[src/source/cfg_ctrl_defines.svh]
`ifndef CFG_CTRL_DEFINES_SVH
`define CFG_CTRL_DEFINES_SVH

////////////////////////////////////////////////////////////
// Bus widths
////////////////////////////////////////////////////////////
`define CFG_ADDR_W 32 // Requester side address
`define CFG_DATA_W 32
`define CFG_MADDR_W 15 // Target bus address after truncation
`define CFG_SEL_W 5

////////////////////////////////////////////////////////////
// Address map
////////////////////////////////////////////////////////////
// Page numbers are the address bits above CFG_PAGE_LSB
`define CFG_PAGE_UP 20'h30000 // User project
`define CFG_PAGE_LA 20'h30001 // Logic analyzer
`define CFG_PAGE_CC 20'h30002 // Internal select register
`define CFG_PAGE_LSB 12

// Select register offset inside the CC page
`define CFG_SEL_OFFSET 12'h000

// Returned for reads that hit no target or no register
`define CFG_UNMAPPED_RDATA 32'hFFFF_FFFF

`endif

[src/source/cfg_ctrl_pkg.sv]
`default_nettype none

`include "cfg_ctrl_defines.svh"

package cfg_ctrl_pkg;

	typedef logic [`CFG_ADDR_W-1:0] addr_t;
	typedef logic [`CFG_DATA_W-1:0] data_t;
	typedef logic [`CFG_MADDR_W-1:0] maddr_t; // Target bus address
	typedef logic [`CFG_SEL_W-1:0] sel_t;

	// Decoded page
	typedef enum logic [1:0] {
		TGT_UP,
		TGT_LA,
		TGT_CC,
		TGT_NONE
	} target_e;

	// Shared AXI-Lite master FSM
	typedef enum logic [2:0] {
		MST_IDLE,
		MST_RD_ADDR, // arvalid and rready up
		MST_RD_DATA, // Address taken, waiting on rvalid
		MST_WR_ADDR_DATA, // awvalid and wvalid up
		MST_WR_DATA // Address taken, waiting on wready
	} mst_state_e;

endpackage

`default_nettype wire

[src/source/cfg_wb_requester.sv]
`timescale 1ns/1ps
`default_nettype none

module cfg_wb_requester (
	input wire axi_clk,
	input wire axi_reset_n,
	input wire wbs_cyc_i,
	input wire wbs_stb_i,
	input wire wbs_we_i,
	input wire cfg_ctrl_pkg::addr_t wbs_adr_i,
	input wire cfg_ctrl_pkg::data_t wbs_wdata_i,
	input wire ack_i,
	input wire cfg_ctrl_pkg::data_t rdata_i,
	output logic wbs_ack_o,
	output cfg_ctrl_pkg::data_t wbs_rdata_o,
	output logic req_o,
	output logic we_o,
	output cfg_ctrl_pkg::addr_t addr_o,
	output cfg_ctrl_pkg::data_t wdata_o
);

	logic accept;

	// New cycle only once the previous handshake has fully returned
	assign accept = wbs_cyc_i && wbs_stb_i && !req_o && !wbs_ack_o && !ack_i;

	always_ff @(posedge axi_clk or negedge axi_reset_n) begin
		if (!axi_reset_n) begin
			req_o <= 1'b0;
			wbs_ack_o <= 1'b0;
		end else begin
			wbs_ack_o <= 1'b0; // Single cycle ack
			if (accept) begin
				req_o <= 1'b1;
			end else if (req_o && ack_i) begin
				req_o <= 1'b0;
				wbs_ack_o <= 1'b1;
			end
		end
	end

	// Command and read data
	always_ff @(posedge axi_clk) begin
		if (accept) begin
			we_o <= wbs_we_i;
			addr_o <= wbs_adr_i;
			wdata_o <= wbs_wdata_i;
		end
		if (req_o && ack_i)
			wbs_rdata_o <= rdata_i; // Captured while ack is high
	end

endmodule

`default_nettype wire

[src/source/cfg_axil_requester.sv]
`timescale 1ns/1ps
`default_nettype none

module cfg_axil_requester (
	input wire axi_clk,
	input wire axi_reset_n,
	input wire s_awvalid_i,
	input wire cfg_ctrl_pkg::addr_t s_awaddr_i,
	input wire s_wvalid_i,
	input wire cfg_ctrl_pkg::data_t s_wdata_i,
	input wire s_arvalid_i,
	input wire cfg_ctrl_pkg::addr_t s_araddr_i,
	input wire s_rready_i,
	input wire ack_i,
	input wire cfg_ctrl_pkg::data_t rdata_i,
	output logic s_awready_o,
	output logic s_wready_o,
	output logic s_arready_o,
	output logic s_rvalid_o,
	output cfg_ctrl_pkg::data_t s_rdata_o,
	output logic s_bvalid_o,
	output logic req_o,
	output logic we_o,
	output cfg_ctrl_pkg::addr_t addr_o,
	output cfg_ctrl_pkg::data_t wdata_o
);

	typedef enum logic [2:0] {
		AX_IDLE,
		AX_WDATA, // Address taken, waiting on write data
		AX_WREQ,
		AX_RREQ,
		AX_RRESP // rvalid held until rready
	} ax_state_e;

	ax_state_e state;

	always_ff @(posedge axi_clk or negedge axi_reset_n) begin
		if (!axi_reset_n) begin
			state <= AX_IDLE;
			s_awready_o <= 1'b0;
			s_wready_o <= 1'b0;
			s_arready_o <= 1'b0;
			s_rvalid_o <= 1'b0;
			s_bvalid_o <= 1'b0;
			req_o <= 1'b0;
		end else begin
			s_awready_o <= 1'b0;
			s_wready_o <= 1'b0;
			s_arready_o <= 1'b0;
			s_bvalid_o <= 1'b0;
			case (state)
				AX_IDLE: begin
					// Ack from the last request must be gone first
					if (s_awvalid_i && !ack_i) begin
						s_awready_o <= 1'b1;
						state <= AX_WDATA;
					end else if (s_arvalid_i && !ack_i) begin
						s_arready_o <= 1'b1;
						req_o <= 1'b1;
						state <= AX_RREQ;
					end
				end
				AX_WDATA: begin
					if (s_wvalid_i) begin
						s_wready_o <= 1'b1;
						req_o <= 1'b1;
						state <= AX_WREQ;
					end
				end
				AX_WREQ: begin
					if (ack_i) begin
						req_o <= 1'b0;
						s_bvalid_o <= 1'b1;
						state <= AX_IDLE;
					end
				end
				AX_RREQ: begin
					if (ack_i) begin
						req_o <= 1'b0;
						s_rvalid_o <= 1'b1;
						state <= AX_RRESP;
					end
				end
				AX_RRESP: begin
					if (s_rready_i) begin
						s_rvalid_o <= 1'b0;
						state <= AX_IDLE;
					end
				end
				default: state <= AX_IDLE;
			endcase
		end
	end

	always_ff @(posedge axi_clk) begin
		if (state == AX_IDLE) begin
			we_o <= s_awvalid_i; // Write wins over read
			addr_o <= s_awvalid_i ? s_awaddr_i : s_araddr_i;
		end
		if (state == AX_WDATA && s_wvalid_i)
			wdata_o <= s_wdata_i;
		if (state == AX_RREQ && ack_i)
			s_rdata_o <= rdata_i;
	end

endmodule

`default_nettype wire

[src/source/cfg_arbiter.sv]
`timescale 1ns/1ps
`default_nettype none

module cfg_arbiter (
	input wire axi_clk,
	input wire axi_reset_n,
	input wire wb_req_i,
	input wire wb_we_i,
	input wire cfg_ctrl_pkg::addr_t wb_addr_i,
	input wire cfg_ctrl_pkg::data_t wb_wdata_i,
	input wire ax_req_i,
	input wire ax_we_i,
	input wire cfg_ctrl_pkg::addr_t ax_addr_i,
	input wire cfg_ctrl_pkg::data_t ax_wdata_i,
	input wire done_i,
	input wire cfg_ctrl_pkg::data_t rdata_i,
	output logic wb_ack_o,
	output cfg_ctrl_pkg::data_t wb_rdata_o,
	output logic ax_ack_o,
	output cfg_ctrl_pkg::data_t ax_rdata_o,
	output logic start_o,
	output logic we_o,
	output cfg_ctrl_pkg::addr_t addr_o,
	output cfg_ctrl_pkg::data_t wdata_o,
	output logic active_o
);

	logic grant; // 0 Wishbone, 1 AXI-Lite
	logic owner_req;
	logic pending; // Master busy for the owner
	logic ack_q;
	cfg_ctrl_pkg::data_t rdata_q;

	assign owner_req = grant ? ax_req_i : wb_req_i;
	assign we_o = grant ? ax_we_i : wb_we_i;
	assign addr_o = grant ? ax_addr_i : wb_addr_i;
	assign wdata_o = grant ? ax_wdata_i : wb_wdata_i;
	assign active_o = owner_req;

	// One pulse per request, never while the old ack is still up
	assign start_o = owner_req && !pending && !ack_q;

	assign wb_ack_o = ack_q && !grant;
	assign ax_ack_o = ack_q && grant;
	assign wb_rdata_o = rdata_q;
	assign ax_rdata_o = rdata_q;

	always_ff @(posedge axi_clk or negedge axi_reset_n) begin
		if (!axi_reset_n) begin
			grant <= 1'b0; // Parked on Wishbone
			pending <= 1'b0;
			ack_q <= 1'b0;
		end else begin
			if (start_o)
				pending <= 1'b1;
			else if (done_i)
				pending <= 1'b0;

			if (done_i)
				ack_q <= 1'b1;
			else if (ack_q && !owner_req)
				ack_q <= 1'b0;

			// Once the owner's handshake has closed, hand over or park on Wishbone
			if (!owner_req && !pending && !ack_q)
				grant <= ax_req_i && !wb_req_i;
		end
	end

	always_ff @(posedge axi_clk) begin
		if (done_i)
			rdata_q <= rdata_i;
	end

endmodule

`default_nettype wire

[src/source/cfg_target_decode.sv]
`timescale 1ns/1ps
`default_nettype none

`include "cfg_ctrl_defines.svh"

module cfg_target_decode (
	input wire active_i,
	input wire cfg_ctrl_pkg::addr_t addr_i,
	input wire awvalid_i,
	input wire wvalid_i,
	input wire arvalid_i,
	input wire up_awready_i,
	input wire up_wready_i,
	input wire up_arready_i,
	input wire up_rvalid_i,
	input wire cfg_ctrl_pkg::data_t up_rdata_i,
	input wire la_awready_i,
	input wire la_wready_i,
	input wire la_arready_i,
	input wire la_rvalid_i,
	input wire cfg_ctrl_pkg::data_t la_rdata_i,
	input wire cc_awready_i,
	input wire cc_wready_i,
	input wire cc_arready_i,
	input wire cc_rvalid_i,
	input wire cfg_ctrl_pkg::data_t cc_rdata_i,
	output logic up_en_o,
	output logic la_en_o,
	output logic cc_en_o,
	output logic awready_o,
	output logic wready_o,
	output logic arready_o,
	output logic rvalid_o,
	output cfg_ctrl_pkg::data_t rdata_o
);

	logic [`CFG_ADDR_W-`CFG_PAGE_LSB-1:0] page;
	cfg_ctrl_pkg::target_e tgt;
	logic none_en;

	assign page = addr_i[`CFG_ADDR_W-1:`CFG_PAGE_LSB];

	always_comb begin
		case (page)
			`CFG_PAGE_UP: tgt = cfg_ctrl_pkg::TGT_UP;
			`CFG_PAGE_LA: tgt = cfg_ctrl_pkg::TGT_LA;
			`CFG_PAGE_CC: tgt = cfg_ctrl_pkg::TGT_CC;
			default: tgt = cfg_ctrl_pkg::TGT_NONE;
		endcase
	end

	// One hot, all low between requests
	assign up_en_o = active_i && (tgt == cfg_ctrl_pkg::TGT_UP);
	assign la_en_o = active_i && (tgt == cfg_ctrl_pkg::TGT_LA);
	assign cc_en_o = active_i && (tgt == cfg_ctrl_pkg::TGT_CC);
	assign none_en = active_i && (tgt == cfg_ctrl_pkg::TGT_NONE);

	// Unmapped page answers in the same cycle from the master's valids
	assign awready_o = (up_en_o & up_awready_i) | (la_en_o & la_awready_i) |
		(cc_en_o & cc_awready_i) | (none_en & awvalid_i);
	assign wready_o = (up_en_o & up_wready_i) | (la_en_o & la_wready_i) |
		(cc_en_o & cc_wready_i) | (none_en & wvalid_i);
	assign arready_o = (up_en_o & up_arready_i) | (la_en_o & la_arready_i) |
		(cc_en_o & cc_arready_i) | (none_en & arvalid_i);
	assign rvalid_o = (up_en_o & up_rvalid_i) | (la_en_o & la_rvalid_i) |
		(cc_en_o & cc_rvalid_i) | (none_en & arvalid_i);

	always_comb begin
		case (tgt)
			cfg_ctrl_pkg::TGT_UP: rdata_o = up_rdata_i;
			cfg_ctrl_pkg::TGT_LA: rdata_o = la_rdata_i;
			cfg_ctrl_pkg::TGT_CC: rdata_o = cc_rdata_i;
			default: rdata_o = `CFG_UNMAPPED_RDATA;
		endcase
	end

endmodule

`default_nettype wire

[src/source/cfg_axil_master.sv]
`timescale 1ns/1ps
`default_nettype none

`include "cfg_ctrl_defines.svh"

module cfg_axil_master (
	input wire axi_clk,
	input wire axi_reset_n,
	input wire start_i,
	input wire we_i,
	input wire cfg_ctrl_pkg::addr_t addr_i,
	input wire cfg_ctrl_pkg::data_t wdata_i,
	input wire awready_i,
	input wire wready_i,
	input wire arready_i,
	input wire rvalid_i,
	input wire cfg_ctrl_pkg::data_t rdata_i,
	output logic awvalid_o,
	output cfg_ctrl_pkg::maddr_t awaddr_o,
	output logic wvalid_o,
	output cfg_ctrl_pkg::data_t wdata_o,
	output logic arvalid_o,
	output cfg_ctrl_pkg::maddr_t araddr_o,
	output logic rready_o,
	output logic done_o,
	output cfg_ctrl_pkg::data_t rdata_o
);

	cfg_ctrl_pkg::mst_state_e state;
	logic aw_ok; // Address phase finished or finishing now
	logic w_ok;

	assign aw_ok = !awvalid_o || awready_i;
	assign w_ok = !wvalid_o || wready_i;

	always_ff @(posedge axi_clk or negedge axi_reset_n) begin
		if (!axi_reset_n) begin
			state <= cfg_ctrl_pkg::MST_IDLE;
			awvalid_o <= 1'b0;
			wvalid_o <= 1'b0;
			arvalid_o <= 1'b0;
			rready_o <= 1'b0;
			done_o <= 1'b0;
		end else begin
			done_o <= 1'b0;
			case (state)
				cfg_ctrl_pkg::MST_IDLE: begin
					if (start_i && we_i) begin
						awvalid_o <= 1'b1;
						wvalid_o <= 1'b1;
						state <= cfg_ctrl_pkg::MST_WR_ADDR_DATA;
					end else if (start_i) begin
						arvalid_o <= 1'b1;
						rready_o <= 1'b1;
						state <= cfg_ctrl_pkg::MST_RD_ADDR;
					end
				end
				cfg_ctrl_pkg::MST_RD_ADDR: begin
					if (arready_i) begin
						arvalid_o <= 1'b0;
						if (rvalid_i) begin // Both handshakes in one cycle
							rready_o <= 1'b0;
							done_o <= 1'b1;
							state <= cfg_ctrl_pkg::MST_IDLE;
						end else
							state <= cfg_ctrl_pkg::MST_RD_DATA;
					end
				end
				cfg_ctrl_pkg::MST_RD_DATA: begin
					if (rvalid_i) begin
						rready_o <= 1'b0;
						done_o <= 1'b1;
						state <= cfg_ctrl_pkg::MST_IDLE;
					end
				end
				cfg_ctrl_pkg::MST_WR_ADDR_DATA: begin
					// Either ready may come first
					if (awvalid_o && awready_i)
						awvalid_o <= 1'b0;
					if (wvalid_o && wready_i)
						wvalid_o <= 1'b0;
					if (aw_ok && w_ok) begin
						done_o <= 1'b1;
						state <= cfg_ctrl_pkg::MST_IDLE;
					end else if (aw_ok)
						state <= cfg_ctrl_pkg::MST_WR_DATA;
				end
				cfg_ctrl_pkg::MST_WR_DATA: begin
					if (wready_i) begin
						wvalid_o <= 1'b0;
						done_o <= 1'b1;
						state <= cfg_ctrl_pkg::MST_IDLE;
					end
				end
				default: state <= cfg_ctrl_pkg::MST_IDLE;
			endcase
		end
	end

	always_ff @(posedge axi_clk) begin
		if (start_i && state == cfg_ctrl_pkg::MST_IDLE) begin
			awaddr_o <= addr_i[`CFG_MADDR_W-1:0]; // Page bits above 14 dropped
			araddr_o <= addr_i[`CFG_MADDR_W-1:0];
			wdata_o <= wdata_i;
		end
		if (rready_o && rvalid_i)
			rdata_o <= rdata_i;
	end

endmodule

`default_nettype wire

[src/source/cfg_sel_regs.sv]
`timescale 1ns/1ps
`default_nettype none

`include "cfg_ctrl_defines.svh"

module cfg_sel_regs (
	input wire axi_clk,
	input wire axi_reset_n,
	input wire en_i,
	input wire awvalid_i,
	input wire cfg_ctrl_pkg::maddr_t awaddr_i,
	input wire wvalid_i,
	input wire cfg_ctrl_pkg::data_t wdata_i,
	input wire arvalid_i,
	input wire cfg_ctrl_pkg::maddr_t araddr_i,
	input wire rready_i,
	output logic awready_o,
	output logic wready_o,
	output logic arready_o,
	output logic rvalid_o,
	output cfg_ctrl_pkg::data_t rdata_o,
	output cfg_ctrl_pkg::sel_t user_prj_sel_o
);

	logic wr_hit;
	logic rd_hit;

	// Master holds awaddr through the whole write
	assign wr_hit = awaddr_i[`CFG_PAGE_LSB-1:0] == `CFG_SEL_OFFSET;
	assign rd_hit = araddr_i[`CFG_PAGE_LSB-1:0] == `CFG_SEL_OFFSET;

	always_ff @(posedge axi_clk or negedge axi_reset_n) begin
		if (!axi_reset_n) begin
			awready_o <= 1'b0;
			wready_o <= 1'b0;
			arready_o <= 1'b0;
			rvalid_o <= 1'b0;
			user_prj_sel_o <= '0;
		end else begin
			// Readies are one cycle pulses, a cycle after valid
			awready_o <= en_i && awvalid_i && !awready_o;
			wready_o <= en_i && wvalid_i && !wready_o;
			arready_o <= en_i && arvalid_i && !arready_o && !rvalid_o;

			if (wvalid_i && wready_o && wr_hit)
				user_prj_sel_o <= wdata_i[`CFG_SEL_W-1:0];

			if (arvalid_i && arready_o)
				rvalid_o <= 1'b1;
			else if (rvalid_o && rready_i)
				rvalid_o <= 1'b0;
		end
	end

	always_ff @(posedge axi_clk) begin
		if (arvalid_i && arready_o) begin
			if (rd_hit)
				rdata_o <= {{(`CFG_DATA_W-`CFG_SEL_W){1'b0}}, user_prj_sel_o};
			else
				rdata_o <= `CFG_UNMAPPED_RDATA; // No other registers here
		end
	end

endmodule

`default_nettype wire

[src/source/cfg_ctrl_top.sv]
`timescale 1ns/1ps
`default_nettype none

module cfg_ctrl_top (
	input wire axi_clk,
	input wire axi_reset_n,
	input wire wbs_cyc_i,
	input wire wbs_stb_i,
	input wire wbs_we_i,
	input wire cfg_ctrl_pkg::addr_t wbs_adr_i,
	input wire cfg_ctrl_pkg::data_t wbs_wdata_i,
	output logic wbs_ack_o,
	output cfg_ctrl_pkg::data_t wbs_rdata_o,
	input wire s_awvalid_i,
	input wire cfg_ctrl_pkg::addr_t s_awaddr_i,
	input wire s_wvalid_i,
	input wire cfg_ctrl_pkg::data_t s_wdata_i,
	input wire s_arvalid_i,
	input wire cfg_ctrl_pkg::addr_t s_araddr_i,
	input wire s_rready_i,
	output logic s_awready_o,
	output logic s_wready_o,
	output logic s_arready_o,
	output logic s_rvalid_o,
	output cfg_ctrl_pkg::data_t s_rdata_o,
	output logic s_bvalid_o,
	output logic axi_awvalid_o,
	output cfg_ctrl_pkg::maddr_t axi_awaddr_o,
	output logic axi_wvalid_o,
	output cfg_ctrl_pkg::data_t axi_wdata_o,
	output logic axi_arvalid_o,
	output cfg_ctrl_pkg::maddr_t axi_araddr_o,
	output logic axi_rready_o,
	input wire up_awready_i,
	input wire up_wready_i,
	input wire up_arready_i,
	input wire up_rvalid_i,
	input wire cfg_ctrl_pkg::data_t up_rdata_i,
	input wire la_awready_i,
	input wire la_wready_i,
	input wire la_arready_i,
	input wire la_rvalid_i,
	input wire cfg_ctrl_pkg::data_t la_rdata_i,
	output logic up_en_o,
	output logic la_en_o,
	output cfg_ctrl_pkg::sel_t user_prj_sel_o
);

	////////////////////////////////////////////////////////////
	// Requester to arbiter
	////////////////////////////////////////////////////////////
	logic wb_req, wb_we, wb_ack;
	logic ax_req, ax_we, ax_ack;
	cfg_ctrl_pkg::addr_t wb_addr, ax_addr;
	cfg_ctrl_pkg::data_t wb_wdata, wb_rdata, ax_wdata, ax_rdata;

	////////////////////////////////////////////////////////////
	// Arbiter, master and targets
	////////////////////////////////////////////////////////////
	logic start, m_we, active, done;
	cfg_ctrl_pkg::addr_t m_addr;
	cfg_ctrl_pkg::data_t m_wdata, m_rdata;
	logic awready, wready, arready, rvalid; // Steered back from the selected target
	cfg_ctrl_pkg::data_t rdata;
	logic cc_en, cc_awready, cc_wready, cc_arready, cc_rvalid;
	cfg_ctrl_pkg::data_t cc_rdata;

	cfg_wb_requester u_wb_req (
		.axi_clk(axi_clk), .axi_reset_n(axi_reset_n),
		.wbs_cyc_i(wbs_cyc_i), .wbs_stb_i(wbs_stb_i), .wbs_we_i(wbs_we_i),
		.wbs_adr_i(wbs_adr_i), .wbs_wdata_i(wbs_wdata_i),
		.ack_i(wb_ack), .rdata_i(wb_rdata),
		.wbs_ack_o(wbs_ack_o), .wbs_rdata_o(wbs_rdata_o),
		.req_o(wb_req), .we_o(wb_we), .addr_o(wb_addr), .wdata_o(wb_wdata)
	);

	cfg_axil_requester u_ax_req (
		.axi_clk(axi_clk), .axi_reset_n(axi_reset_n),
		.s_awvalid_i(s_awvalid_i), .s_awaddr_i(s_awaddr_i),
		.s_wvalid_i(s_wvalid_i), .s_wdata_i(s_wdata_i),
		.s_arvalid_i(s_arvalid_i), .s_araddr_i(s_araddr_i), .s_rready_i(s_rready_i),
		.ack_i(ax_ack), .rdata_i(ax_rdata),
		.s_awready_o(s_awready_o), .s_wready_o(s_wready_o), .s_arready_o(s_arready_o),
		.s_rvalid_o(s_rvalid_o), .s_rdata_o(s_rdata_o), .s_bvalid_o(s_bvalid_o),
		.req_o(ax_req), .we_o(ax_we), .addr_o(ax_addr), .wdata_o(ax_wdata)
	);

	cfg_arbiter u_arb (
		.axi_clk(axi_clk), .axi_reset_n(axi_reset_n),
		.wb_req_i(wb_req), .wb_we_i(wb_we), .wb_addr_i(wb_addr), .wb_wdata_i(wb_wdata),
		.ax_req_i(ax_req), .ax_we_i(ax_we), .ax_addr_i(ax_addr), .ax_wdata_i(ax_wdata),
		.done_i(done), .rdata_i(m_rdata),
		.wb_ack_o(wb_ack), .wb_rdata_o(wb_rdata), .ax_ack_o(ax_ack), .ax_rdata_o(ax_rdata),
		.start_o(start), .we_o(m_we), .addr_o(m_addr), .wdata_o(m_wdata),
		.active_o(active)
	);

	cfg_axil_master u_mst (
		.axi_clk(axi_clk), .axi_reset_n(axi_reset_n),
		.start_i(start), .we_i(m_we), .addr_i(m_addr), .wdata_i(m_wdata),
		.awready_i(awready), .wready_i(wready), .arready_i(arready),
		.rvalid_i(rvalid), .rdata_i(rdata),
		.awvalid_o(axi_awvalid_o), .awaddr_o(axi_awaddr_o),
		.wvalid_o(axi_wvalid_o), .wdata_o(axi_wdata_o),
		.arvalid_o(axi_arvalid_o), .araddr_o(axi_araddr_o), .rready_o(axi_rready_o),
		.done_o(done), .rdata_o(m_rdata)
	);

	cfg_target_decode u_dec (
		.active_i(active), .addr_i(m_addr),
		.awvalid_i(axi_awvalid_o), .wvalid_i(axi_wvalid_o), .arvalid_i(axi_arvalid_o),
		.up_awready_i(up_awready_i), .up_wready_i(up_wready_i),
		.up_arready_i(up_arready_i), .up_rvalid_i(up_rvalid_i), .up_rdata_i(up_rdata_i),
		.la_awready_i(la_awready_i), .la_wready_i(la_wready_i),
		.la_arready_i(la_arready_i), .la_rvalid_i(la_rvalid_i), .la_rdata_i(la_rdata_i),
		.cc_awready_i(cc_awready), .cc_wready_i(cc_wready),
		.cc_arready_i(cc_arready), .cc_rvalid_i(cc_rvalid), .cc_rdata_i(cc_rdata),
		.up_en_o(up_en_o), .la_en_o(la_en_o), .cc_en_o(cc_en),
		.awready_o(awready), .wready_o(wready), .arready_o(arready),
		.rvalid_o(rvalid), .rdata_o(rdata)
	);

	cfg_sel_regs u_sel (
		.axi_clk(axi_clk), .axi_reset_n(axi_reset_n), .en_i(cc_en),
		.awvalid_i(axi_awvalid_o), .awaddr_i(axi_awaddr_o),
		.wvalid_i(axi_wvalid_o), .wdata_i(axi_wdata_o),
		.arvalid_i(axi_arvalid_o), .araddr_i(axi_araddr_o), .rready_i(axi_rready_o),
		.awready_o(cc_awready), .wready_o(cc_wready), .arready_o(cc_arready),
		.rvalid_o(cc_rvalid), .rdata_o(cc_rdata), .user_prj_sel_o(user_prj_sel_o)
	);

endmodule

`default_nettype wire

[config.mk]
export PLATFORM = sky130hd
export DESIGN_NAME = cfg_ctrl_top
export DESIGN_NICKNAME = d
export VERILOG_FILES = /design/src/source/cfg_ctrl_pkg.sv /design/src/source/cfg_wb_requester.sv /design/src/source/cfg_axil_requester.sv /design/src/source/cfg_arbiter.sv /design/src/source/cfg_target_decode.sv /design/src/source/cfg_axil_master.sv /design/src/source/cfg_sel_regs.sv /design/src/source/cfg_ctrl_top.sv
export VERILOG_INCLUDE_DIRS = /design/src /design/src/source
export SDC_FILE = /design/constraint.sdc
export NUM_CORES = 1
export LEC_CHECK = 0
export BUFFER_PORTS_ARGS = -buffer_cell sky130_fd_sc_hd__buf_2
export CAP_MARGIN = 20
export CORE_ASPECT_RATIO = 2
export CORE_MARGIN = 2
export CORE_UTILIZATION = 25
export DETAILED_ROUTE_END_ITERATION = 8
export SETUP_SLACK_MARGIN = 0.02
export SLEW_MARGIN = 30
export SYNTH_ARGS = -nofsm -noshare
export SYNTH_HDL_FRONTEND = slang
export SYNTH_SLANG_ARGS = --single-unit
[constraint.sdc]
create_clock -name axi_clk -period 8.78 [get_ports axi_clk]
set_input_delay 0.878 -clock axi_clk [delete_from_list [all_inputs] [get_ports axi_clk]]
set_output_delay 0.878 -clock axi_clk [all_outputs]
set_load 0.05 [all_outputs]
==> results by group <==
Status
  • Run status: completed

STA
  • Hold WS: between 0.4 and 0.5 ns
  • Unrepaired setup endpoints after global routing: false
  • Worst-Margin Slew: 0.9365 ns
  • TNS Setup: 0 ns
  • Final setup viols: 0
  • Skew final: 0.009720 ns
  • Slew headroom: 0.3757
  • Fmax: 288.4 MHz
  • Tmin final: 3.468 ns
  • Tcrit/Tclk final: 0.3950
  • Final Slew Violations: 0
  • Final Hold Vio Count: 0

Place
  • HPWL Detailed: roughly 27 mm
  • Inst Count DP: roughly 1.7k
  • # port buffers: 383
  • GPL Wtd Cong: slightly above 0.8

Clock network
  • Clock root buffer: clkbuf_16
  • Post-CTS Hold Fix Bufs: 0
  • H-tree depth: 2
  • Clock latency at the later pin of the worst-skew pair: between 0.5 and 0.6 ns
  • Clk sink count: approximately 340
  • Reg clk slew, reported paths: 0.07 ns
  • Setup Buffers After CTS: 0
  • TritonCTS clock tree: built
  • CTS Buf Count: 34
  • Post-cts sizing count: 0
  • Clock Tree Buf Depth: 3

Pwr
  • Pint: 3184 uW
  • Leakage: 0.005694 uW
  • Power Dens Cells: 279.7 nW/um^2
  • Clock power frac: 0.311
  • Logic pwr share: 0.202
  • Switching share of power: 0.3062
  • Worst IR Drop VDD: around 0.00019 V
  • Switching pwr: 1406 uW
  • Flop pwr share: 0.487

Hold path
  • Hold/Removal Path Class: reg2reg

Die
  • # rows: 117
  • Die area: ~53000 um^2
  • Die width: 163.8 um
  • Chip height: about 320 um
  • Core area: 50650 um^2
  • Initial Utilization: 0.2519
  • Ports: 384

Flow run
  • Max-cap viol count: 0

Worst setup path
  • Slowest cell on the critical path: dfrtp_4
  • Critical Path Sink Type: output port
  • WP data required: 7.90 ns
  • Crit path DAT: approximately 2.6 ns
  • Largest stage delay, worst path: 0.58 ns
  • Worst Path Class, Setup: reg2out
  • Crit Path Max Fanout: 16
  • CP Cell Sequence: nor4bb_1 > a22o_1 > o211a_4 > nand3_1 > nor2_1 > buf_2
  • CP Launch Type: flip-flop

Routing
  • Initial DRC count: 456
  • Via count: approximately 7.5k
  • DRC Markers: 0
  • Pre-antenna DRT Iters: 5
  • DRT antenna net count: 0
  • Vias per std cell: roughly 4.3
  • Final WL: 35.62 mm
  • Wirelength per Cell: 20.44 um

GRT
  • First-pass GRT wire length: 50.02 mm
  • GRT overflow: 0
  • Vias in the first global route: around 8.0k
  • Antenna violations before repair: 16
  • Largest net degree at the start of global routing: 66
  • Total Routing Usage GR: 0.1316

Synth
  • YS warnings: 0
  • Cell count after synthesis: 681
  • Post-Syn Nets: 922
  • Distinct cell type count of the synthesized netlist: 65
  • Fraction of registers with async set or reset after synthesis: 0.09064
  • Register area share after synthesis: 0.7927
  • Post-synth EDFFs: 311
  • Synth Cell Area: about 13000 um^2
  • Post-synthesis sequential element count: 342
  • Post-synthesis area per instance: 18.74 um^2
  • Top_reg_cell synth: edfxtp_1

Layout
  • Synth-to-layout area growth: 28.60%
  • Layout cell share with drive strength beyond 1: 0.5115
  • Most frequent cells in the layout: buf_2 (383), edfxtp_1 (311), mux2_2 (83)
  • Leading cell type in the layout, fill and taps excluded: buf_2
  • Non-filler cells, final: 1743
  • Final #Nets: 1304
[registers in the layout, indices dropped and copies added, names as in the netlist, 15 cells and up]
signal and flops:
u_arb.ax_rdata_o 32, u_ax_req.addr_o 32, u_ax_req.s_rdata_o 32, u_ax_req.wdata_o 32
u_mst.awaddr_o 15, u_mst.rdata_o 32, u_mst.wdata_o 32, u_wb_req.addr_o 32
u_wb_req.wbs_rdata_o 32, u_wb_req.wdata_o 32
[cell families (layout without fill, tap and decap cells)]
kind of cell | after synthesis | count (layout) | share of synthesized area
AO/OA/AOI/OAI | 84 | 84 | 0.05629
other | 0 | 2 | 0
buffers and inverters | 53 | 459 | 0.02442
multiplexers | 92 | 92 | 0.08168
flip-flops | 342 | 342 | 0.7927
AND/OR/NAND/NOR | 110 | 110 | 0.04491
[stage by stage]
| stage | worst slack [ns] | total power (uW) | util | area, um^2 |
|---|---|---|---|---|
| global route | 5.096 | 4803 | 0.3239 | 16410 |
| floorplan | 0.9205 | 2898 | - | 12760 |
| finish | 5.312 | 4590 | 0.3240 | 16410 |
| detailed placement | 5.693 | 3217 | 0.3022 | 15310 |
| global placement | 5.777 | 3191 | 0.3022 | 15310 |
| CTS | 5.217 | 4663 | 0.3238 | 16400 |
[layout make-up]
cell class	count	area [um^2]
Tap cell	654	818.3
Clock inverter	19	152.6
Sequential cell	342	10120
Antenna cell	2	5.005
Fill cell	5014	34240
Timing Repair Buffer	390	1969
Inverter	9	36.28
Multi-Input combinational cell	286	2367
Clock buffer	41	940.9
[Yosys cell counts (all sizes together), types with 3 or more instances]
cell / count / area share
a21o: 3 / 0.0018
a21oi: 10 / 0.0042
a221o: 27 / 0.021
a22oi: 3 / 0.0029
and2: 4 / 0.0020
and3: 4 / 0.0024
and4: 3 / 0.0021
buf: 31 / 0.018
clkbuf: 13 / 0.0038
dfrtp: 31 / 0.061
edfxtp: 311 / 0.73
inv: 9 / 0.0028
mux2: 84 / 0.074
mux2i: 8 / 0.0076
nand2: 21 / 0.0064
nand3: 4 / 0.0016
nor2: 37 / 0.011
nor2b: 4 / 0.0020
nor3: 7 / 0.0027
nor3b: 5 / 0.0029
nor4: 9 / 0.0049
o21ai: 7 / 0.0027
o22ai: 5 / 0.0025
o2bb2ai: 3 / 0.0021
o31ai: 3 / 0.0018
or2: 5 / 0.0025
[routing by layer]
metal,GRT usage,part of all wire,vias up
met5,0,0.0040,-
met4,0.04250,0.025,26
met3,0.04667,0.094,73
met2,0.2421,0.53,338
met1,0.1379,0.35,3625
li1,-,-,3442
[worst paths after layout]
path                              startpoint                      to  slack, ns  cells after the start
min                        u_mst.rdata_o[10]    u_arb.ax_rdata_o[10]       0.41                      0
max                              u_arb.grant                 up_en_o       5.31                      6
min in group asynchronous        axi_reset_n         u_mst.awvalid_o       0.42                      1
max in group asynchronous        axi_reset_n             u_arb.grant       7.78                      1
min reg2reg                u_mst.rdata_o[10]    u_arb.ax_rdata_o[10]       0.41                      0
max reg2reg                      u_arb.grant  u_ax_req.s_rdata_o[30]       5.75                      4
[power by group through the flow]
stage / registers, uW / logic [uW] / clock network [uW]
final: 2230 / 927 / 1430
after global routing: 2260 / 1000 / 1540
after global placement: 2260 / 927 / 0
after floorplan: 2350 / 552 / 0
after detailed placement: 2270 / 944 / 0
after CTS: 2240 / 943 / 1480
[worst max-delay path, delay by kind of cell, from the launching register on]
family | cells | cell delay [ns]
flip-flops | 1 | 0.58
AO/OA/AOI/OAI | 2 | 0.57
buffers and inverters | 1 | 0.29
AND/OR/NAND/NOR | 3 | 0.59
Note: power is estimated with default switching activity, not from simulation.
